### config.mk
export PLATFORM = sky130hd
export DESIGN_NAME = mips_regfile
export DESIGN_NICKNAME = d
export VERILOG_FILES = /design/src/hdl/isa_pkg.sv /design/src/hdl/mips_regfile.sv
export SDC_FILE = /design/constraint.sdc
export NUM_CORES = 2
export LEC_CHECK = 0
export BUFFER_PORTS_ARGS = -buffer_cell sky130_fd_sc_hd__buf_2
export CAP_MARGIN = 25
export CORE_ASPECT_RATIO = 1.75
export CORE_MARGIN = 3
export CORE_UTILIZATION = 65
export CTS_CLUSTER_DIAMETER = 100
export DETAILED_ROUTE_END_ITERATION = 12
export PLACE_DENSITY = 0.8
export SLEW_MARGIN = 20
export SYNTH_ARGS = -nofsm -noshare
export SYNTH_HDL_FRONTEND = slang
export SYNTH_SLANG_ARGS = --single-unit
### constraint.sdc
create_clock -name clk_to_use -period 68.7 [get_ports clk_to_use]
set_input_delay 6.87 -clock clk_to_use [delete_from_list [all_inputs] [get_ports clk_to_use]]
set_output_delay 6.87 -clock clk_to_use [all_outputs]
set_load 0.01 [all_outputs]
### src/hdl/isa_pkg.sv
package isa_pkg;

    localparam int WORD_W   = 32;
    localparam int REG_W    = 5;
    localparam int OPCODE_W = 6;
    localparam int FUNCT_W  = 6;
    localparam int IMM_W    = 16;

    typedef logic [WORD_W-1:0]   word_t;     // Data or instruction word
    typedef logic [REG_W-1:0]    reg_addr_t; // Register number
    typedef logic [OPCODE_W-1:0] opcode_t;
    typedef logic [FUNCT_W-1:0]  funct_t;
    typedef logic [IMM_W-1:0]    imm_t;      // Raw immediate field

    // Primary opcodes, bits 31:26
    localparam opcode_t OP_RTYPE = 6'h00;
    localparam opcode_t OP_J     = 6'h02;
    localparam opcode_t OP_BEQ   = 6'h04;
    localparam opcode_t OP_BNE   = 6'h05;
    localparam opcode_t OP_ADDIU = 6'h09;
    localparam opcode_t OP_ORI   = 6'h0d;
    localparam opcode_t OP_LUI   = 6'h0f;
    localparam opcode_t OP_HALT  = 6'h3f;

    // R-type funct codes, bits 5:0
    localparam funct_t FN_ADDU = 6'h21;
    localparam funct_t FN_SUBU = 6'h23;
    localparam funct_t FN_AND  = 6'h24;
    localparam funct_t FN_OR   = 6'h25;
    localparam funct_t FN_SLT  = 6'h2a;

endpackage

### src/hdl/mips_regfile.sv
`timescale 1ns/1ps

module mips_regfile (
    input  logic               clk_to_use,
    input  logic               i_rst,
    input  isa_pkg::reg_addr_t i_rs,
    input  isa_pkg::reg_addr_t i_rt,
    input  logic               i_we,
    input  isa_pkg::reg_addr_t i_wa,
    input  isa_pkg::word_t     i_wd,
    input  isa_pkg::reg_addr_t i_dbg_addr,
    output isa_pkg::word_t     o_rs_data,
    output isa_pkg::word_t     o_rt_data,
    output isa_pkg::word_t     o_dbg_data
);

    isa_pkg::word_t regs [1:31]; // No storage for r0

    // r0 reads zero and a same-cycle write passes straight through
    function automatic isa_pkg::word_t read_port(input isa_pkg::reg_addr_t addr);
        if (addr == '0) begin
            return '0;
        end
        if (i_we && (i_wa == addr)) begin
            return i_wd;
        end
        return regs[addr];
    endfunction

    always_ff @(posedge clk_to_use or posedge i_rst) begin
        if (i_rst) begin
            for (int i = 1; i < 32; i++) begin
                regs[i] <= '0;
            end
        end else if (i_we && (i_wa != '0)) begin
            regs[i_wa] <= i_wd;
        end
    end

    always_comb begin
        o_rs_data  = read_port(i_rs);
        o_rt_data  = read_port(i_rt);
        o_dbg_data = read_port(i_dbg_addr);
    end

    a_r0_zero: assert property (
        @(posedge clk_to_use) disable iff (i_rst) (i_rs == '0) |-> (o_rs_data == '0)
    );

endmodule

* Word-level counts from Yosys, hierarchy flattened
Cells that the tools add are included.
** Storage, ports and cells
- Bits in registers :: 992
- Input port bits :: 55
- Output and inout port bits :: 96
** Operators by class
- Order comparisons :: 5
- Eq/ne operators :: 3
- Multiplexer cells :: 33
- Bitwise operators :: 4
- Reduce and logical (&&, ||, !) cells :: 9
** Operators with widths (count)
- bitwise mux 992 bit :: 1
- 2-to-1 mux 32 bit :: 19
- binary-select mux 32 bit (select 5 bit) :: 3
- demux 32 bit (select 5 bit) :: 1
- greater-or-equal comparator 6 bit (second input constant) :: 4
- inverter 5 -> 6 bit :: 4
- == test 5 bit :: 3
- zero test 5 bit :: 3
- 2-to-1 mux 1 bit :: 9
- < comparator 6 x 1 -> 1 bit (second input constant) :: 1
- logical AND 1 bit :: 5
- nonzero test 5 bit :: 1

* Depth between registers and ports, before layout
- Word-level depth :: 6
- Depth in mapped cells :: 10
- Depth with buffers taken out :: 5

* Least setup slack after synthesis
OpenSTA, ideal clock, no wires.
- Path kind :: in2out
- Start point :: input port i_rs[1]
- End point :: output port o_rs_data[17]
- Data arrival time :: 8.622 ns
- Required time :: 61.830 ns
- Slack :: 53.208 ns
- Stages on the path :: 8
- Cells stage by stage :: buf_2 -> buf_2 -> buf_4 -> clkbuf_1 -> mux4_2 -> a221o_1 -> a211oi_1 -> nor3_1
** Between the ends
- Longest elaborated chain between the ends :: 6
** Ends and longest elaborated chain
- start, declared :: RTL line mips_regfile.sv:6 : input isa_pkg::reg_addr_t i_rs,
- inverter 5 -> 6 bit (not written as such) or == test 5 bit (tied branches) :: RTL line mips_regfile.sv:27, mips_regfile.sv:24
- binary-select mux 32 bit (select 5 bit) or logical AND 1 bit (tied branches) :: RTL line mips_regfile.sv:27, mips_regfile.sv:24
- 2-to-1 mux 32 bit (not written as such) or 2-to-1 mux 1 bit (tied branches) (2 in series) :: RTL line mips_regfile.sv:27, mips_regfile.sv:24
- 2-to-1 mux 32 bit :: RTL line mips_regfile.sv:27 : return regs[addr];
- 2-to-1 mux 32 bit * :: RTL line mips_regfile.sv:24 : if (i_we && (i_wa == addr)) begin
- end, declared :: RTL line mips_regfile.sv:12 : output isa_pkg::word_t o_rs_data,
Every way passes the cells marked *; elsewhere a longest branch is shown, timed or not. The select of a mux whose other input is x is not followed.

* Worst setup path after layout
- Start point :: input port i_rt[0]
- End point :: output port o_rt_data[12]
** Between the ends
- Longest elaborated chain between the ends :: 6
** Ends and longest elaborated chain
- start, declared :: RTL line mips_regfile.sv:7 : input isa_pkg::reg_addr_t i_rt,
- inverter 5 -> 6 bit (not written as such) or == test 5 bit (tied branches) :: RTL line mips_regfile.sv:27, mips_regfile.sv:24
- binary-select mux 32 bit (select 5 bit) or logical AND 1 bit (tied branches) :: RTL line mips_regfile.sv:27, mips_regfile.sv:24
- 2-to-1 mux 32 bit (not written as such) or 2-to-1 mux 1 bit (tied branches) (2 in series) :: RTL line mips_regfile.sv:27, mips_regfile.sv:24
- 2-to-1 mux 32 bit :: RTL line mips_regfile.sv:27
- 2-to-1 mux 32 bit * :: RTL line mips_regfile.sv:24
- end, declared :: RTL line mips_regfile.sv:13 : output isa_pkg::word_t o_rt_data,
Marked as above.

==> impl_metrics.tcl <==
set metrics [dict create \
    finalCriticalPeriod_ns 18.44 \
    largestRegisters "regs x992" \
    use_met1_pct 54.74 \
    synth_seq_area_share_pct 40.11 \
    cts_hold_buf 0 \
    place.port_buffers 150 \
    setup_viol 0 \
    floorplan.die_area_um2 99110 \
    post-cts-setup-buffers 0 \
    grt_pass1_wl_um 324300 \
    cp-end-kind "output port" \
    boundaryPins 151 \
    grt_pass1_vias 46983 \
    max-cap-violations 0 \
    final.setup.tns_ns 0 \
    holdWs_ns 0.5465 \
    crit_arrival_ns 11.57 \
    synth_area_leaders "dfrtp_1, mux4_2, mux2_2, a221oi_1, clkbuf_1" \
    worstSetupPathType "in2out" \
    clockBufferDepth 3 \
    yosysWarnings 0 \
    cts_made_buffers 93 \
    grt_setup_unrepaired "no" \
    yosysTopAreaCellShare_pct 40.11 \
    synth_xor_area_share_pct 0.2123 \
    hold_viol_final 0 \
    crit_chain "buf_8, buf_12, buf_4, buf_4, mux4_2, a22o_1, a221o_1, a21oi_1, a21oi_1, buf_2" \
    hold_path.class "reg2reg" \
    timing.fmax_mhz 54.23 \
    start_kind "input port" \
    yosys-mux-area-fraction_pct 45.59 \
    vias 46671 \
    synth_edf_count 0 \
    regArea_um2 24820 \
    drc 0 \
    drtIter0Drc 7768 \
    fin_crit_sh_pct 26.84 \
    synth-compound-area-share_pct 6.438 \
    gp_congestion 0.9057 \
    path_max_fanout 91 \
    required_ns 61.83 \
    slew_headroom_pct 13.73 \
    rows 149 \
    dpl_cell_area_um2 63010 \
    slew_violations 0 \
    post_drt_wl_per_cell_um 40.44 \
    dp_hpwl_um 127300 \
    core_area_um2 94330 \
    cts.sinks 992 \
    postLayoutCellArea_um2 66430 \
    routed_wl_um 223800 \
    grt_util_met3_pct 16.87 \
    syn-num-nets 4444 \
    clk-insertion-delay-late_ns 0.70 \
    met2_usage_pct 65.77 \
    htreeDepth 3 \
    grt_max_degree 188 \
    p_leak_nw 27.90 \
    busiest_layer "met2" \
    status "finished, final reports clean" \
    netlist_area_um2 61900 \
    final_util_pct 70.42 \
    fp.dieH_um 414.2 \
    nFillCells 6209 \
    clk_root_buffer_cell "clkbuf_16" \
    netlist_instances 4389 \
    overflow 0 \
    multiInputGateArea_um2 34910 \
    irDropWorstVdd_mv 0.02546 \
    detail-route-antenna-nets 0 \
    syn_avg_cell_area_um2 14.10 \
    drtPass1Iterations 9 \
    antenna_found_initial 19 \
    largest_reg_flops 992 \
    worstMarginPinSlew_ns 1.286 \
    synth_ff_type "dfrtp_1" \
    crit_slowest_cell "buf_4" \
    ys_ff_latch 992 \
    cts-resized-gates 0 \
    skew_ns 0 \
    syn_to_final_growth_pct 7.320 \
    cts_tree "yes" \
    synth-adder-area-share_pct 0 \
    total_power_mw 1.873 \
    start_util_pct 65.61 \
    die_x_um 239.3 \
    synthSimpleGateAreaFrac_pct 3.736 \
    slowest_delay_ns 0.79 \
    grt.total_usage_pct 45.61 \
    via_per_inst 8.434 \
    nNetsFinal 4294 \
    largest-register "regs" \
    path_clk_slew_ns 0.06 \
    layout-drive-gt1-share_pct 52.29 \
    synth_top_family_by_area "multiplexers" \
    yosys.area.top_type "dfrtp_1" \
    async_flop_share_pct 100.0 \
    ys_types 62 \
    power-per-cell-area_nw_per_um2 28.20 \
]
## area by class of cell
class / instances / area share (%)
Multi-Input combinational cell: 2886 / 52.56
Timing Repair Buffer: 260 / 2.729
Sequential cell: 992 / 37.37
Tap cell: 1208 / 2.275
Clock inverter: 46 / 0.9964
Inverter: 6 / 0.04521
Antenna cell: 12 / 0.04521
Clock buffer: 124 / 3.980
## critical path, delay by kind of cell
kind,cells,cell delay [ns]
AO/OA/AOI/OAI,4,1.01
buffers and inverters,5,2.94
multiplexers,1,0.59
## report_power, final
part,switching [mW],total (mW),internal (mW)
Sequential,0.114,0.813,0.699
Combinational,0.212,0.488,0.276
Clock,0.247,0.572,0.325
Total,0.574,1.87,1.30
## through the flow
stage / setup WS, ns / cells
2_1_floorplan: 33.92 / 4389
3_3_place_gp: 50.35 / 5345
3_5_place_dp: 50.33 / 5348
4_1_cts: 50.34 / 5518
5_1_grt: 49.95 / 5525
6_report: 50.26 / 5534
## worst paths after layout
path / start / endpoint / slack, ns / depth (start not counted)
setup reg to reg: regs[942]$_DFFE_PP0P_ / regs[942]$_DFFE_PP0P_ / 67.83 / 1
hold / removal: regs[459]$_DFFE_PP0P_ / regs[459]$_DFFE_PP0P_ / 0.55 / 1
hold reg to reg: regs[459]$_DFFE_PP0P_ / regs[459]$_DFFE_PP0P_ / 0.55 / 1
min in group asynchronous: i_rst / regs[412]$_DFFE_PP0P_ / 6.21 / 2
setup / recovery: i_rt[0] / o_rt_data[12] / 50.26 / 10
max in group asynchronous: i_rst / regs[524]$_DFFE_PP0P_ / 59.44 / 6
## synth_stat cells, types with 8 or more instances
cell / instances
mux4_2: 647
a21o_1: 9
buf_2: 120
buf_1: 69
nor2b_1: 24
nor3_1: 95
a221o_1: 58
clkbuf_1: 238
o22ai_1: 32
nand2_1: 131
a22oi_1: 31
a21oi_1: 67
xor2_1: 8
o221ai_1: 9
a22o_1: 67
nor2_1: 140
dfrtp_1: 992
nand2b_1: 14
a211oi_1: 50
mux2_2: 1125
a221oi_1: 104
nand3_1: 37
buf_4: 61
o21ai_0: 41
mux2i_1: 82
buf_6: 17
## kinds of logic (layout without fill, tap and decap cells)
logic type	after synthesis	count (layout)
mux	1860	1860
flops	992	992
compound gates	516	516
buf+inv	511	436
simple gates	495	495
xor+xnor	15	15
other cells	0	12
## placed cells by master, fill, tap and decap left out, types with 31 or more instances in the layout
master	instances
a211oi_1	50
a21oi_1	67
a221o_1	58
a221oi_1	104
a22o_1	67
a22oi_1	31
buf_2	140
buf_4	98
clkbuf_16	93
dfrtp_1	992
mux2_2	1125
mux2i_1	82
mux4_2	647
nand2_1	116
nand3_1	36
nor2_1	121
nor3_1	95
o21ai_0	41
o22ai_1	32
## metal layers
metal / vias up / part of all wire, % / wire length, um
met5: - / 0.081 / 182
met4: 14 / 11 / 24320
met3: 1457 / 15 / 32820
met2: 4289 / 44 / 98140
met1: 23777 / 31 / 68320
li1: 17134 / - / -
(Power assumes the default switching activity.)
