## config.mk

```make
export PLATFORM = sky130hd
export DESIGN_NAME = mips_control
export DESIGN_NICKNAME = d
export VERILOG_FILES = /design/src/hdl/isa_pkg.sv /design/src/hdl/ctrl_pkg.sv /design/src/hdl/mips_control.sv
export SDC_FILE = /design/constraint.sdc
export NUM_CORES = 1
export LEC_CHECK = 0
export BUFFER_PORTS_ARGS = -buffer_cell sky130_fd_sc_hd__buf_4
export CELL_PAD_IN_SITES_DETAIL_PLACEMENT = 1
export CELL_PAD_IN_SITES_GLOBAL_PLACEMENT = 1
export CORE_MARGIN = 4
export CORE_UTILIZATION = 15
export DETAILED_ROUTE_END_ITERATION = 6
export PLACE_DENSITY_LB_ADDON = 0.1
export SLEW_MARGIN = 0
export SYNTH_ARGS = -nofsm -noshare
export SYNTH_HDL_FRONTEND = slang
export SYNTH_SLANG_ARGS = --single-unit
export TNS_END_PERCENT = 30
```

## constraint.sdc

```tcl
create_clock -name clk_to_use -period 1.73 [get_ports clk_to_use]
set_input_delay 0.2595 -clock clk_to_use [delete_from_list [all_inputs] [get_ports clk_to_use]]
set_output_delay 0.2595 -clock clk_to_use [all_outputs]
set_load 0.005 [all_outputs]
```

## src/hdl/isa_pkg.sv

```systemverilog
package isa_pkg;

    localparam int WORD_W   = 32;
    localparam int REG_W    = 5;
    localparam int OPCODE_W = 6;
    localparam int FUNCT_W  = 6;
    localparam int IMM_W    = 16;

    typedef logic [WORD_W-1:0]   word_t;     // Data or instruction word
    typedef logic [REG_W-1:0]    reg_addr_t; // Register number
    typedef logic [OPCODE_W-1:0] opcode_t;
    typedef logic [FUNCT_W-1:0]  funct_t;
    typedef logic [IMM_W-1:0]    imm_t;      // Raw immediate field

    // Primary opcodes, bits 31:26
    localparam opcode_t OP_RTYPE = 6'h00;
    localparam opcode_t OP_J     = 6'h02;
    localparam opcode_t OP_BEQ   = 6'h04;
    localparam opcode_t OP_BNE   = 6'h05;
    localparam opcode_t OP_ADDIU = 6'h09;
    localparam opcode_t OP_ORI   = 6'h0d;
    localparam opcode_t OP_LUI   = 6'h0f;
    localparam opcode_t OP_HALT  = 6'h3f;

    // R-type funct codes, bits 5:0
    localparam funct_t FN_ADDU = 6'h21;
    localparam funct_t FN_SUBU = 6'h23;
    localparam funct_t FN_AND  = 6'h24;
    localparam funct_t FN_OR   = 6'h25;
    localparam funct_t FN_SLT  = 6'h2a;

endpackage

```

## src/hdl/ctrl_pkg.sv

```systemverilog
package ctrl_pkg;

    typedef enum logic [2:0] {
        ALU_ADD,
        ALU_SUB,
        ALU_AND,
        ALU_OR,
        ALU_SLT, // Signed compare
        ALU_LUI  // Immediate into upper half
    } alu_op_e;

    typedef enum logic [1:0] {
        IDLE,
        RUN,
        HALTED
    } run_state_e;

    typedef enum logic {
        B_REG, // Second operand from rt
        B_IMM  // Second operand from extended immediate
    } b_src_e;

    typedef enum logic {
        DST_RD, // R-type destination
        DST_RT  // I-type destination
    } dst_sel_e;

endpackage

```

## src/hdl/mips_control.sv

```systemverilog
`timescale 1ns/1ps

module mips_control (
    input  logic               clk_to_use,
    input  logic               i_rst,
    input  logic               i_start,
    input  isa_pkg::word_t     i_instr,
    input  isa_pkg::word_t     i_pc_next,
    input  logic               i_br_taken,
    input  isa_pkg::word_t     i_br_target,
    input  logic               i_ex_halt,
    output logic               o_fetch_en,
    output logic               o_pc_clear,
    output logic               o_redirect,
    output isa_pkg::word_t     o_redirect_pc,
    output logic               o_flush_ifid,
    output logic               o_flush_idex,
    output ctrl_pkg::alu_op_e  o_alu_op,
    output ctrl_pkg::b_src_e   o_b_src,
    output logic               o_imm_zero,
    output logic               o_reg_write,
    output isa_pkg::reg_addr_t o_dest,
    output logic               o_is_beq,
    output logic               o_is_bne,
    output logic               o_is_halt,
    output logic               o_id_valid,
    output logic               o_halted
);

    ctrl_pkg::run_state_e state;
    ctrl_pkg::dst_sel_e   dst_sel;
    isa_pkg::opcode_t     opcode;
    isa_pkg::funct_t      funct;
    logic                 is_j;
    logic                 running;
    logic                 start_ok;
    logic                 br_take;
    logic                 j_take;

    assign opcode = i_instr[31:26];
    assign funct  = i_instr[5:0];

    always_ff @(posedge clk_to_use or posedge i_rst) begin
        if (i_rst) begin
            state <= ctrl_pkg::IDLE;
        end else if (start_ok) begin
            state <= ctrl_pkg::RUN;
        end else if (running && i_ex_halt) begin
            state <= ctrl_pkg::HALTED; // Older slots already retired
        end
    end

    assign running  = (state == ctrl_pkg::RUN);
    assign start_ok = i_start && !running;
    assign o_halted = (state == ctrl_pkg::HALTED);

    // Unknown codes fall through as no-ops
    always_comb begin
        o_alu_op    = ctrl_pkg::ALU_ADD;
        o_b_src     = ctrl_pkg::B_REG;
        o_imm_zero  = 1'b0;
        o_reg_write = 1'b0;
        dst_sel     = ctrl_pkg::DST_RD;
        o_is_beq    = 1'b0;
        o_is_bne    = 1'b0;
        o_is_halt   = 1'b0;
        is_j        = 1'b0;
        case (opcode)
            isa_pkg::OP_RTYPE: begin
                o_reg_write = 1'b1;
                case (funct)
                    isa_pkg::FN_ADDU: o_alu_op = ctrl_pkg::ALU_ADD;
                    isa_pkg::FN_SUBU: o_alu_op = ctrl_pkg::ALU_SUB;
                    isa_pkg::FN_AND:  o_alu_op = ctrl_pkg::ALU_AND;
                    isa_pkg::FN_OR:   o_alu_op = ctrl_pkg::ALU_OR;
                    isa_pkg::FN_SLT:  o_alu_op = ctrl_pkg::ALU_SLT;
                    default:          o_reg_write = 1'b0; // Also the all-zero NOP
                endcase
            end
            isa_pkg::OP_ADDIU: begin
                o_b_src     = ctrl_pkg::B_IMM;
                o_reg_write = 1'b1;
                dst_sel     = ctrl_pkg::DST_RT;
            end
            isa_pkg::OP_ORI: begin
                o_alu_op    = ctrl_pkg::ALU_OR;
                o_b_src     = ctrl_pkg::B_IMM;
                o_imm_zero  = 1'b1;
                o_reg_write = 1'b1;
                dst_sel     = ctrl_pkg::DST_RT;
            end
            isa_pkg::OP_LUI: begin
                o_alu_op    = ctrl_pkg::ALU_LUI;
                o_reg_write = 1'b1;
                dst_sel     = ctrl_pkg::DST_RT;
            end
            isa_pkg::OP_BEQ:  o_is_beq  = 1'b1;
            isa_pkg::OP_BNE:  o_is_bne  = 1'b1;
            isa_pkg::OP_J:    is_j      = 1'b1;
            isa_pkg::OP_HALT: o_is_halt = 1'b1;
            default: ;
        endcase
    end

    assign o_dest     = (dst_sel == ctrl_pkg::DST_RT) ? i_instr[20:16] : i_instr[15:11];
    assign o_id_valid = running;

    // Branch in execute wins over J in decode
    assign br_take = running && i_br_taken;
    assign j_take  = running && is_j && !i_br_taken && !i_ex_halt;

    assign o_fetch_en    = running && !i_ex_halt;
    assign o_pc_clear    = start_ok;
    assign o_redirect    = br_take || j_take;
    assign o_redirect_pc = br_take ? i_br_target : {i_pc_next[31:26], i_instr[25:0]};
    assign o_flush_ifid  = o_redirect || (running && i_ex_halt);
    assign o_flush_idex  = br_take || (running && i_ex_halt) || start_ok;

    a_redirect_in_run: assert property (
        @(posedge clk_to_use) disable iff (i_rst) o_redirect |-> running
    );

endmodule

```

; ---- Word-level counts from Yosys, hierarchy flattened
; Cells that the tools add are included.
[word_totals]
regBits = 2
latch_bits = 0
mem_bits_rw = 0
rom_bits = 0
input_bits = 101
output_inout_bits = 53
wordCells = 49
n_memories = 0
[op_classes]
n_addsub = 0
multipliers = 0
div = 0
magnitude_cmp = 0
n_eq_ne = 14
shifts = 0
n_mux = 15
bitwise_logic = 0
n_reduce_logical = 19
[ops]
columns = operator, n
row1 = $eq A6 B6 Y1 const B, 6
row2 = $mux W32, 1
row3 = $eq A6 B4 Y1 const B, 3
row4 = $eq A6 B3 Y1 const B, 2
row5 = $pmux W3 S4, 1
row6 = $pmux W3 S3, 1
row7 = $mux W1, 8
row8 = $logic_and A1 B1 Y1, 7
row9 = $eq A6 B2 Y1 const B, 1
row10 = $logic_not A6 Y1, 1
row11 = $mux W5, 1
row12 = $reduce_or A5 Y1, 1
row13 = $logic_or A1 B1 Y1, 4
row14 = $mux W2, 2
row15 = $logic_not A1 Y1, 3
row16 = $reduce_or A3 Y1, 1
row17 = $eq A2 B1 Y1 const B, 1
row18 = $eq A2 B2 Y1 const B, 1
row19 = $pmux W1 S2, 1
row20 = $reduce_bool A2 Y1, 1
row21 = $reduce_or A2 Y1, 1

; ---- Depth between registers and ports, before layout
; Gate-level depths: netlist (run 1).
[depth]
word_depth = 7
depth_mapped = 5
mapped_depth_nobuf = 4

; ---- Worst setup path after synthesis (run 1)
; Ideal clock, no wire load.
[synth_timing]
path_type = input -> output
from = input port i_instr[31]
to = output port o_dest[0]
t_arrival_ps = 1224
required_time_ps = 1470
setup_slack_ps = 246
cell_stages = 3
path_buffers = 0
path_cell_list = or2_2 nor3b_4 mux2_2
[synth_via]
elab_chain_cells = 4
elab_cells_between_ends = 6
cone_classes = 3 x eq/ne / 2 x mux / 1 x reduce/logical
[synth_rtl]
columns = element, line_no
row1 = "start, declared", mips_control.sv:7  ; input isa_pkg::word_t i_instr,
row2 = $eq A6 B4 Y1, mips_control.sv:68  ; case (opcode)
row3 = $reduce_or A3 Y1 (no source line) *, --
row4 = $mux W1 *, mips_control.sv:68
row5 = $mux W5 *, mips_control.sv:105  ; assign o_dest = (dst_sel == ctrl_pkg::DST_RT) ? i_instr[20:16] : i_instr[15:11];
row6 = "end, declared", mips_control.sv:22  ; output isa_pkg::reg_addr_t o_dest,
; Mark *: on every way between the ends. The rest lies on a longest branch, timed or not.

; ---- Worst setup path in the final report (run 1)
[layout_timing]
from = register state[1]
to = output port o_redirect_pc[17]
[layout_via]
elab_chain_cells = 3
[layout_rtl]
columns = element, line_no
row1 = "start, declared", mips_control.sv:30  ; ctrl_pkg::run_state_e state;
row2 = "start signal, assigned", mips_control.sv:45  ; state <= ctrl_pkg::IDLE;
row3 = "start signal, assigned", mips_control.sv:47  ; state <= ctrl_pkg::RUN;
row4 = "start signal, assigned", mips_control.sv:49  ; state <= ctrl_pkg::HALTED;
row5 = $eq A2 B1 Y1, mips_control.sv:53  ; assign running = (state == ctrl_pkg::RUN);
row6 = $logic_and A1 B1 Y1, mips_control.sv:109  ; assign br_take = running && i_br_taken;
row7 = $mux W32, mips_control.sv:115  ; assign o_redirect_pc = br_take ? i_br_target : {i_pc_next[31:26], i_instr[25:0]};
row8 = "end, declared", mips_control.sv:15  ; output isa_pkg::word_t o_redirect_pc,
; Every way passes these cells.

==> parameters.txt, run 1 <==
Parameter                              Value

Placement
  Post-placement cell area ... 1914 sq um
  Placed wire-length estimate ... 3812 microns
  RD Place Congestion ... 0.7291
  Port Buf Inserts ... 127
  Minimum setup slack after placement ... -0.04752 ns

Synth
  Asr flop ratio synth ... 100.0%
  Number of flops mapped to enable cells by yosys ... 0
  Leading area contributor after synthesis ... mux2_2
  Largest family of logic cells by synthesized area ... multiplexers
  Post-Syn Area ... 824.5 sq um
  Area share of the leading cell type in the synthesized netlist ... 49.17%
  Simple-gate share of the synthesized area ... 25.49%
  Synthesized instance count ... 95
  Count of yosys warnings during synthesis ... 0
  Net count of the mapped netlist ... 196
  Fraction of the yosys area taken by sequential cells ... 6.070%
  Largest cells by area after synthesis ... mux2_2, dfrtp_1, nor2_1
  Multiplexer share of the synthesized area ... 50.53%
  Dominant register cell in the synthesized netlist ... dfrtp_1
  Synthesized area divided by synthesized cell count ... 8.679 sq um
  Synthesized-area fraction occupied by xor and xnor cells ... 1.062%
  Number of register bits inferred by synthesis ... 2
  Synthesized-area fraction occupied by ao, oa, aoi and oai cells ... 8.801%
  Adder-Cell Fraction of Synth Area ... 0%
  Unique cell type count in the Yosys netlist ... 31

Global route
  Largest net degree at the start of global routing ... 10
  Overall global routing resource usage ... 12.46%
  Via count of the first global-routing pass ... 1403
  Wire length of the first global-routing pass ... 6624 microns
  Initial antenna violation count ... 0
  Total grt overflow ... 0

STA
  RSZ-0062 raised after global routing ... true
  Achievable frequency ... 556.1 MHz
  Final Max Slew Viols ... 0
  Final hold viol count ... 0
  Worst setup slack after layout ... -0.06833 ns
  Slew margin rel. ... 80.39%
  Min Hold Slack ... 0.2541 ns
  Final setup violating endpoints ... 32
  Setup TNS Final ... -1.653 ns
  Final clock period utilization by the worst path ... 103.9%
  Worst Max-Slew Pin Slew ... 0.2936 ns
  Post-layout minimum cycle time ... 1.798 ns
  Setup Skew ... 0.001077 ns

Clock network
  Clock Tree Buf Depth ... 2
  Maximum level of the CTS H-tree ... 1
  Total CTS buffers ... 3
  Clock sink total ... 2
  Clock insertion delay at the later pin of the skew report ... 0.21 ns
  CTS tree ... built
  Clock-pin slew reported for the worst setup and hold paths after clock tree synthesis ... 0.03 ns
  Clock Tree Root ... clkbuf_8

Routing
  Metal1 wirelength ... 1558 microns
  DR top layer ... met4
  Via Count ... 1333
  Post-DRT Antenna Nets ... 0
  Detailed Routing Iterations Pass 1 ... 2
  Met3 routed wirelength ... 403 microns
  Routed WL ... 4697 microns
  Detail Route met2 WL ... 2716 microns
  DR WL/cell ... 15.20 microns
  Number of design-rule violations left by the first detailed-router iteration ... 16
  Detailed-route vias per instance ... 4.314
  DRC ... 0

Setup path
  Arrival time of data at the critical path endpoint ... 1.54 ns
  Critical path fanouts, max ... 7
  Peak per-stage delay on the critical path ... 0.37 ns
  Critical path data required time ... 1.47 ns
  Start-to-end type of the worst setup path ... reg2out
  List of cells traversed by the critical path ... nand2b_4 -> inv_4 -> nand2_4 -> buf_12 -> buf_16 -> mux2_4 -> buf_6
  Bufs and invs on worst path ... 4
  Worst path slowest cell ... dfrtp_1
  Kind of capture point of the worst setup path ... primary output
  Critical Path Source Type ... flip-flop
  Top Family by Delay on Critical Path ... buffers and inverters

Finish
  Most common cell after layout, fill and taps aside ... buf_4
  Post-synthesis to final-layout area growth ... 164.6%
  Utilization of the core after routing ... 41.92%
  Layout cell share with drive strength beyond 1 ... 81.17%
  ANT cells ... 0
  Number of flip-flops under the largest register name ... 2
  Number of nets in the layout ... 342
  Summed area of non-filler cells in the final layout ... 2182 sq um
  Highest-count cells in the layout ignoring fill and taps ... buf_4, mux2_2, buf_6
  Largest registers ranked by flip-flop count ... state x2
  Register with the most flip-flops ... state

Power and ir drop
  Switching power as a share of total power ... 31.66%
  Flop pwr share ... 5.2%
  Pwr Density ... 738.5 nW/um^2
  Leakage power of the design ... 1.092 nW
  Worst voltage drop across the vdd grid ... 0.0003241 V
  Power share of the clock group ... 11.2%
  Combinational fraction of design power ... 83.7%
  Pint ... 0.001101 W
  Switching Power ... 0.0005102 W

Outcome
  Status ... finished with violations
  Violations in the final reports ... negative setup slack

Floorplanning
  Number of core rows ... 26
  Initial core utilization ... 15.84%
  Horizontal extent of the die ... 82.14 microns
  DIE AREA ... 6747 sq um
  Core ar. ... 5205 sq um
  Die height ... 82.14 microns
  I/O pin count ... 154

Worst hold path
  Path class of the lowest-slack min-delay path ... in2reg

Flow run
  Max-capacitance violation count ... 0
[per-stage QoR]
| stage | total power [W] | cells |
|---|---|---|
| 2_1_floorplan | 0.0005540 | 95 |
| 3_3_place_gp | 0.001087 | 296 |
| 3_5_place_dp | 0.001106 | 296 |
| 4_1_cts | 0.001607 | 308 |
| 5_1_grt | 0.001724 | 309 |
| 6_report | 0.001611 | 309 |
[layer usage]
metal | up-vias | global-route usage (%)
met1 | 616 | 12.35
li1 | 644 | -
met4 | 0 | 2.492
met2 | 71 | 26.41
met3 | 2 | 2.061
met5 | - | 0
[kinds of logic after synthesis]
| group | count (synthesis) |
|---|---|
| AOI/OAI and AO/OA | 11 |
| muxes | 37 |
| buffers and inverters | 11 |
| DFF | 2 |
| xor gates and xnor gates | 1 |
| and+or+nand+nor | 33 |
[what timing repair did]
action,4_1_cts,5_1_grt
setup buffers,5,1
gates resized for setup,22,2
endpoints found under the setup margin,37,34
gates cloned,3,0
pin swaps,1,0
hold endpoints to repair,2,0
hold buffers,1,0
[synth_stat cells, drive strengths merged (2+ instances only)]
| cell type | number |
|---|---|
| inv | 6 |
| buf | 5 |
| nand2 | 4 |
| nor4 | 2 |
| mux2 | 37 |
| a21oi | 5 |
| nor3b | 3 |
| nand2b | 3 |
| nand3 | 4 |
| dfrtp | 2 |
| nor2 | 9 |
[final timing paths]
path	endpoint	slack, ns	from	depth (start not counted)
worst min register to register	state[1]$_DFFE_PP0P_	0.61	state[1]$_DFFE_PP0P_	2
worst max-delay path	o_redirect_pc[17]	-0.07	state[1]$_DFFE_PP0P_	7
worst max register to register	state[0]$_DFFE_PP0P_	0.75	state[0]$_DFFE_PP0P_	5
min in group asynchronous	state[0]$_DFFE_PP0P_	0.48	i_rst	3
worst min-delay path	state[0]$_DFFE_PP0P_	0.25	i_ex_halt	2
max in group asynchronous	state[1]$_DFFE_PP0P_	1.14	i_rst	3
[area by class of cell]
cell class / count / area (sq um)
Fill cell: 642 / 3023
Timing Repair Buffer: 146 / 1245
Multi-Input combinational cell: 82 / 733.2
Tap cell: 70 / 87.58
Sequential cell: 2 / 50.05
Clock buffer: 3 / 41.29
Inverter: 6 / 25.02
[power groups by stage]
stage,Combinational [W],Sequential [W],Clock (W)
4_1_cts,0.00134,0.0000823,0.000187
6_report,0.00135,0.0000831,0.000180
3_3_place_gp,0.00100,0.0000833,0
5_1_grt,0.00145,0.0000857,0.000190
2_1_floorplan,0.000473,0.0000810,0
3_5_place_dp,0.00102,0.0000845,0
Power figures use the tool's default switching activity.
==> inputs of run 2 (changes only) <==
--- a/config.mk
+++ b/config.mk
@@ -12,6 +12,7 @@
 export CORE_UTILIZATION = 15
 export DETAILED_ROUTE_END_ITERATION = 6
 export PLACE_DENSITY_LB_ADDON = 0.1
+export RECOVER_POWER = 25
 export SLEW_MARGIN = 0
 export SYNTH_ARGS = -nofsm -noshare
 export SYNTH_HDL_FRONTEND = slang
==> run 2 against run 1 <==
Global-route usage is the same; maximum frequency is the same; sequential share of layout area is the same; the run still ends with negative setup slack left; cell area is the same; routed wire length is essentially flat; first-iteration DRC count is the same; total power is essentially flat; clock skew is the same.
==> parameters.txt, run 2 (synthesis gave the netlist of run 1 again) <==
Parameter                              Value

Outcome
  Status ... finished with violations
  Violations in the final reports ... negative setup slack

Routing
  DR WL/cell ... 15.19 microns
  Detailed-route vias per instance ... 4.314
  Routed WL ... 4695 microns
  DRC ... 0
  Via Count ... 1333
  Post-DRT Antenna Nets ... 0
  Number of design-rule violations left by the first detailed-router iteration ... 16
  Detailed Routing Iterations Pass 1 ... 2

Power and ir drop
  Worst voltage drop across the vdd grid ... 0.0003241 V
  Total chip power ... 0.001611 W
  Switching power as a share of total power ... 31.66%
  Power share of the clock group ... 11.2%
  Pwr Density ... 738.4 nW/um^2
  Pint ... 0.001101 W
  Flop pwr share ... 5.2%
  Combinational fraction of design power ... 83.7%
  Switching Power ... 0.0005101 W
  Leakage power of the design ... 1.092 nW

Placement
  Minimum setup slack after placement ... -0.04752 ns
  Post-placement cell area ... 1914 sq um
  Placed wire-length estimate ... 3812 microns
  RD Place Congestion ... 0.7291
  Port Buf Inserts ... 127

Setup path
  Start-to-end type of the worst setup path ... reg2out
  Peak per-stage delay on the critical path ... 0.37 ns
  Bufs and invs on worst path ... 4
  Worst path slowest cell ... dfrtp_1
  Kind of capture point of the worst setup path ... primary output
  Critical Path Source Type ... flip-flop
  Critical path data required time ... 1.47 ns
  Top Family by Delay on Critical Path ... buffers and inverters
  List of cells traversed by the critical path ... nand2b_4 -> inv_4 -> nand2_4 -> buf_12 -> buf_16 -> mux2_4 -> buf_6
  Critical path fanouts, max ... 7
  Arrival time of data at the critical path endpoint ... 1.54 ns

Clock network
  Clock sink total ... 2
  Total CTS buffers ... 3
  Clock Tree Buf Depth ... 2
  Maximum level of the CTS H-tree ... 1
  CTS tree ... built
  Clock Tree Root ... clkbuf_8
  Clock-pin slew reported for the worst setup and hold paths after clock tree synthesis ... 0.03 ns
  Clock insertion delay at the later pin of the skew report ... 0.21 ns

Global route
  Initial antenna violation count ... 0
  Total grt overflow ... 0
  Met3 routing resource usage after global routing ... 2.061%
  Wire length of the first global-routing pass ... 6624 microns
  Met2 track demand over resource in global routing ... 26.41%
  Overall global routing resource usage ... 12.46%
  GR Util met1 ... 12.35%
  Routing layer with the top usage in global route ... met2
  Largest net degree at the start of global routing ... 10
  Via count of the first global-routing pass ... 1403

STA
  Worst Max-Slew Pin Slew ... 0.2936 ns
  Post-layout minimum cycle time ... 1.798 ns
  Final Max Slew Viols ... 0
  Setup Skew ... 0.001077 ns
  Achievable frequency ... 556.1 MHz
  Final setup violating endpoints ... 32
  Setup TNS Final ... -1.653 ns
  Final hold viol count ... 0
  Final clock period utilization by the worst path ... 103.9%
  Slew margin rel. ... 80.39%
  Worst setup slack after layout ... -0.06833 ns
  RSZ-0062 raised after global routing ... true

Worst hold path
  Path class of the lowest-slack min-delay path ... in2reg

Finish
  Register with the most flip-flops ... state
  Post-synthesis to final-layout area growth ... 164.6%
  Number of nets in the layout ... 342
  Utilization of the core after routing ... 41.92%
  Number of flip-flops under the largest register name ... 2
  Layout cell share with drive strength beyond 1 ... 81.17%
  ANT cells ... 0
  Most common cell after layout, fill and taps aside ... buf_4
  Largest registers ranked by flip-flop count ... state x2
  Summed area of non-filler cells in the final layout ... 2182 sq um
  Highest-count cells in the layout ignoring fill and taps ... buf_4, mux2_2, buf_6

Flow run
  Max-capacitance violation count ... 0

Floorplanning
  Die height ... 82.14 microns
  I/O pin count ... 154
  Horizontal extent of the die ... 82.14 microns
  Initial core utilization ... 15.84%
  Number of core rows ... 26
  DIE AREA ... 6747 sq um
  Core ar. ... 5205 sq um
[run 2: layout make-up]
type | count | area [sq um]
Fill cell | 642 | 3023
Timing Repair Buffer | 146 | 1245
Sequential cell | 2 | 50.05
Inverter | 6 | 25.02
Clock buffer | 3 | 41.29
Tap cell | 70 | 87.58
Multi-Input combinational cell | 82 | 733.2
[run 2: per-stage QoR]
step                      hold WS [ns]  std cells
after floorplan              0.0006849         95
after global placement          0.1204        296
after detailed placement        0.1309        296
after CTS                       0.2512        308
after global routing            0.2695        309
final                           0.2541        309
[run 2: worst register-to-register path: stages (launching register included)]
cell      delay, ns
dfrtp_1        0.40
nand2b_4       0.10
inv_4          0.04
buf_4          0.12
buf_4          0.12
a21oi_1        0.12
[run 2: layer usage]
metal,up-vias,routed length (microns),share of wire (%)
met1,616,1557,33
met3,2,403,8.6
met2,71,2714,58
met5,-,0,0
met4,0,19,0.40
li1,644,-,-
[run 2: path summary, 6_finish.rpt]
path / from / end / slack, ns / cells after the start
setup / recovery: state[1]$_DFFE_PP0P_ / o_redirect_pc[17] / -0.07 / 7
hold / removal: i_ex_halt / state[0]$_DFFE_PP0P_ / 0.25 / 2
setup reg to reg: state[0]$_DFFE_PP0P_ / state[0]$_DFFE_PP0P_ / 0.75 / 5
hold reg to reg: state[1]$_DFFE_PP0P_ / state[1]$_DFFE_PP0P_ / 0.61 / 2
max in group asynchronous: i_rst / state[1]$_DFFE_PP0P_ / 1.14 / 3
min in group asynchronous: i_rst / state[0]$_DFFE_PP0P_ / 0.47 / 3
[run 2: repair_timing]
| item | CTS | global route |
|---|---|---|
| gates resized for setup | 22 | 2 |
| endpoints found under the setup margin | 37 | 34 |
| hold endpoints to repair | 2 | 0 |
| hold buffers | 1 | 0 |
| gates cloned | 3 | 0 |
| pin swaps | 1 | 0 |
| buffers inserted | 5 | 1 |
[run 2: power by group through the flow]
stage          registers (W)  clock network (W)  logic [W]
6_report           0.0000831           0.000180    0.00135
5_1_grt            0.0000857           0.000190    0.00145
4_1_cts            0.0000823           0.000187    0.00134
3_5_place_dp       0.0000845                  0    0.00102
3_3_place_gp       0.0000833                  0    0.00100
2_1_floorplan      0.0000810                  0   0.000473
==> inputs of run 3 (changes only) <==
--- a/config.mk
+++ b/config.mk
@@ -12,7 +12,8 @@
 export CORE_UTILIZATION = 15
 export DETAILED_ROUTE_END_ITERATION = 6
 export PLACE_DENSITY_LB_ADDON = 0.1
-export RECOVER_POWER = 25
+export RECOVER_POWER = 100
+export SKIP_LAST_GASP = 1
 export SLEW_MARGIN = 0
 export SYNTH_ARGS = -nofsm -noshare
 export SYNTH_HDL_FRONTEND = slang
==> run 3 against run 2 <==
Maximum frequency barely moved; cell count did not move; cell area fell by 1.3%; core utilization fell by 0.53 points; total power fell by 1.0%; sequential cell count did not move; critical endpoint unchanged; critical path depth did not move; clock power barely moved; the run still ends with negative setup slack left; register-to-register slack barely moved; worst hold slack barely moved; largest cell class unchanged.
==> parameters.txt, run 3 (synthesis gave the netlist of run 1 again) <==
Parameter                              Value

Outcome
  Status ... finished with violations
  Violations in the final reports ... negative setup slack

Floorplanning
  Initial core utilization ... 15.84%
  DIE AREA ... 6747 sq um
  Horizontal extent of the die ... 82.14 microns
  I/O pin count ... 154
  Die height ... 82.14 microns
  Core ar. ... 5205 sq um
  Number of core rows ... 26

Global route
  Wire length of the first global-routing pass ... 6610 microns
  Total grt overflow ... 0
  Via count of the first global-routing pass ... 1400
  Overall global routing resource usage ... 12.44%
  Initial antenna violation count ... 0
  Largest net degree at the start of global routing ... 10

Setup path
  Critical path fanouts, max ... 7
  Arrival time of data at the critical path endpoint ... 1.54 ns
  Worst path slowest cell ... dfrtp_1
  Start-to-end type of the worst setup path ... reg2out
  Peak per-stage delay on the critical path ... 0.37 ns
  Reg2Reg Capture Point ... state[0]$_DFFE_PP0P_
  Reg2Reg Setup Slack ... 0.75 ns
  Reg2reg path depth ... 5
  Critical path data required time ... 1.47 ns
  List of cells traversed by the critical path ... nand2b_4 -> inv_4 -> nand2_4 -> buf_12 -> buf_16 -> mux2_4 -> buf_6
  Kind of capture point of the worst setup path ... primary output
  R2R Path Start ... state[0]$_DFFE_PP0P_
  Critical Path Source Type ... flip-flop

Finish
  Number of flip-flops under the largest register name ... 2
  Post-synthesis to final-layout area growth ... 161.3%
  Layout cell share with drive strength beyond 1 ... 80.75%
  Area used by multi-input combinational logic ... 724.4 sq um
  Highest-count cells in the layout ignoring fill and taps ... buf_4, mux2_2, nor2_1
  Register with the most flip-flops ... state
  Largest registers ranked by flip-flop count ... state x2
  Most common cell after layout, fill and taps aside ... buf_4
  Sequential cell area ... 50.05 sq um
  Fillcell total ... 645
  ANT cells ... 0
  Summed area of non-filler cells in the final layout ... 2155 sq um
  Number of nets in the layout ... 342

Clock network
  Clock insertion delay at the later pin of the skew report ... 0.21 ns
  Clock Tree Buf Depth ... 2
  Clock sink total ... 2
  Clock Tree Root ... clkbuf_8
  CTS tree ... built
  Clock-pin slew reported for the worst setup and hold paths after clock tree synthesis ... 0.03 ns
  Maximum level of the CTS H-tree ... 1
  Total CTS buffers ... 3

Placement
  Placed wire-length estimate ... 3812 microns
  RD Place Congestion ... 0.7291
  Post-placement cell area ... 1914 sq um
  Port Buf Inserts ... 127

Power and ir drop
  Pwr Density ... 740.3 nW/um^2
  Worst voltage drop across the vdd grid ... 0.0003240 V
  Leakage power of the design ... 1.085 nW
  Combinational fraction of design power ... 83.5%
  Pint ... 0.001089 W
  Switching Power ... 0.0005063 W
  Flop pwr share ... 5.2%
  Switching power as a share of total power ... 31.74%
  Total chip power ... 0.001595 W
  Power share of the clock group ... 11.3%

STA
  Final clock period utilization by the worst path ... 104.0%
  Final Max Slew Viols ... 0
  RSZ-0062 raised after global routing ... true
  Setup Skew ... 0.001077 ns
  Post-layout minimum cycle time ... 1.798 ns
  Worst Max-Slew Pin Slew ... 0.3263 ns
  Slew margin rel. ... 77.95%
  Worst setup slack after layout ... -0.06838 ns
  Final hold viol count ... 0
  Achievable frequency ... 556.1 MHz
  Final setup violating endpoints ... 37

Routing
  DR WL/cell ... 15.18 microns
  Routed WL ... 4690 microns
  Post-DRT Antenna Nets ... 0
  Detailed-route vias per instance ... 4.294
  Via Count ... 1327
  DRC ... 0
  Detailed Routing Iterations Pass 1 ... 2
  Number of design-rule violations left by the first detailed-router iteration ... 14

Worst hold path
  Path class of the lowest-slack min-delay path ... in2reg
  Cell count of the worst hold path ... 2
  Worst hold endpoint ... state[0]$_DFFE_PP0P_
  Start point of the worst hold path ... i_ex_halt

Flow run
  Max-capacitance violation count ... 0
-- run 3: final cells by class --
class / count / share of cell area (%)
timing repair buffer: 146 / 56.91
sequential: 2 / 2.323
multi-input combinational: 82 / 33.62
tap: 70 / 4.065
inverter: 6 / 1.161
clock buffer: 3 / 1.916
-- run 3: repair_timing --
action                                  in CTS  in global routing
endpoints found under the setup margin      37                 38
setup buffers                                5                  1
endpoints found under the hold margin        2                  0
gates resized for setup                     17                  0
pin swaps                                    1                  0
cloned                                       3                  0
hold buffers                                 1                  0
-- run 3: routing by layer --
metal	track usage [%]	vias up	routed length (microns)
li1	-	643	-
met2	26.25	71	2706
met5	0	-	0
met3	2.169	2	420
met1	12.35	611	1544
met4	2.492	0	19
-- run 3: power by group through the flow --
stage	Sequential (W)	Combinational [W]	Clock (W)
after CTS	0.0000823	0.00133	0.000187
final	0.0000831	0.00133	0.000180
after global routing	0.0000857	0.00143	0.000190
after global placement	0.0000833	0.00100	0
after detailed placement	0.0000845	0.00102	0
after floorplan	0.0000810	0.000473	0
-- run 3: worst max-delay path: cells and delay by family, from the launching register on --
kind                   cells  cell delay, ns
and+or+nand+nor            2            0.21
muxes                      1            0.30
buffers and inverters      4            0.44
DFF                        1            0.37
-- run 3: how the worst max path moves through the flow --
stage,startpoint,endpoint,slack (ns)
2_1_floorplan,i_instr[31],o_dest[0],0.25
3_3_place_gp,i_instr[31],o_dest[0],-0.04
3_5_place_dp,i_instr[31],o_dest[4],-0.05
4_1_cts,state[1]$_DFFE_PP0P_,o_redirect_pc[2],-0.07
5_1_grt,state[1]$_DFFE_PP0P_,o_redirect_pc[0],-0.13
6_report,state[1]$_DFFE_PP0P_,o_redirect_pc[17],-0.07
-- run 3: metrics by stage --
stage	std cells	setup slack (ns)	hold slack, ns	setup TNS, ns	util, %
global placement	296	-0.04109	0.1204	-0.1964	36.78
floorplan	95	0.2462	0.0006849	0	-
finish	309	-0.06838	0.2541	-1.834	41.39
CTS	308	-0.06987	0.2512	-2.039	41.25
detailed placement	296	-0.04752	0.1309	-0.2221	36.78
global route	309	-0.1262	0.2695	-3.994	41.39
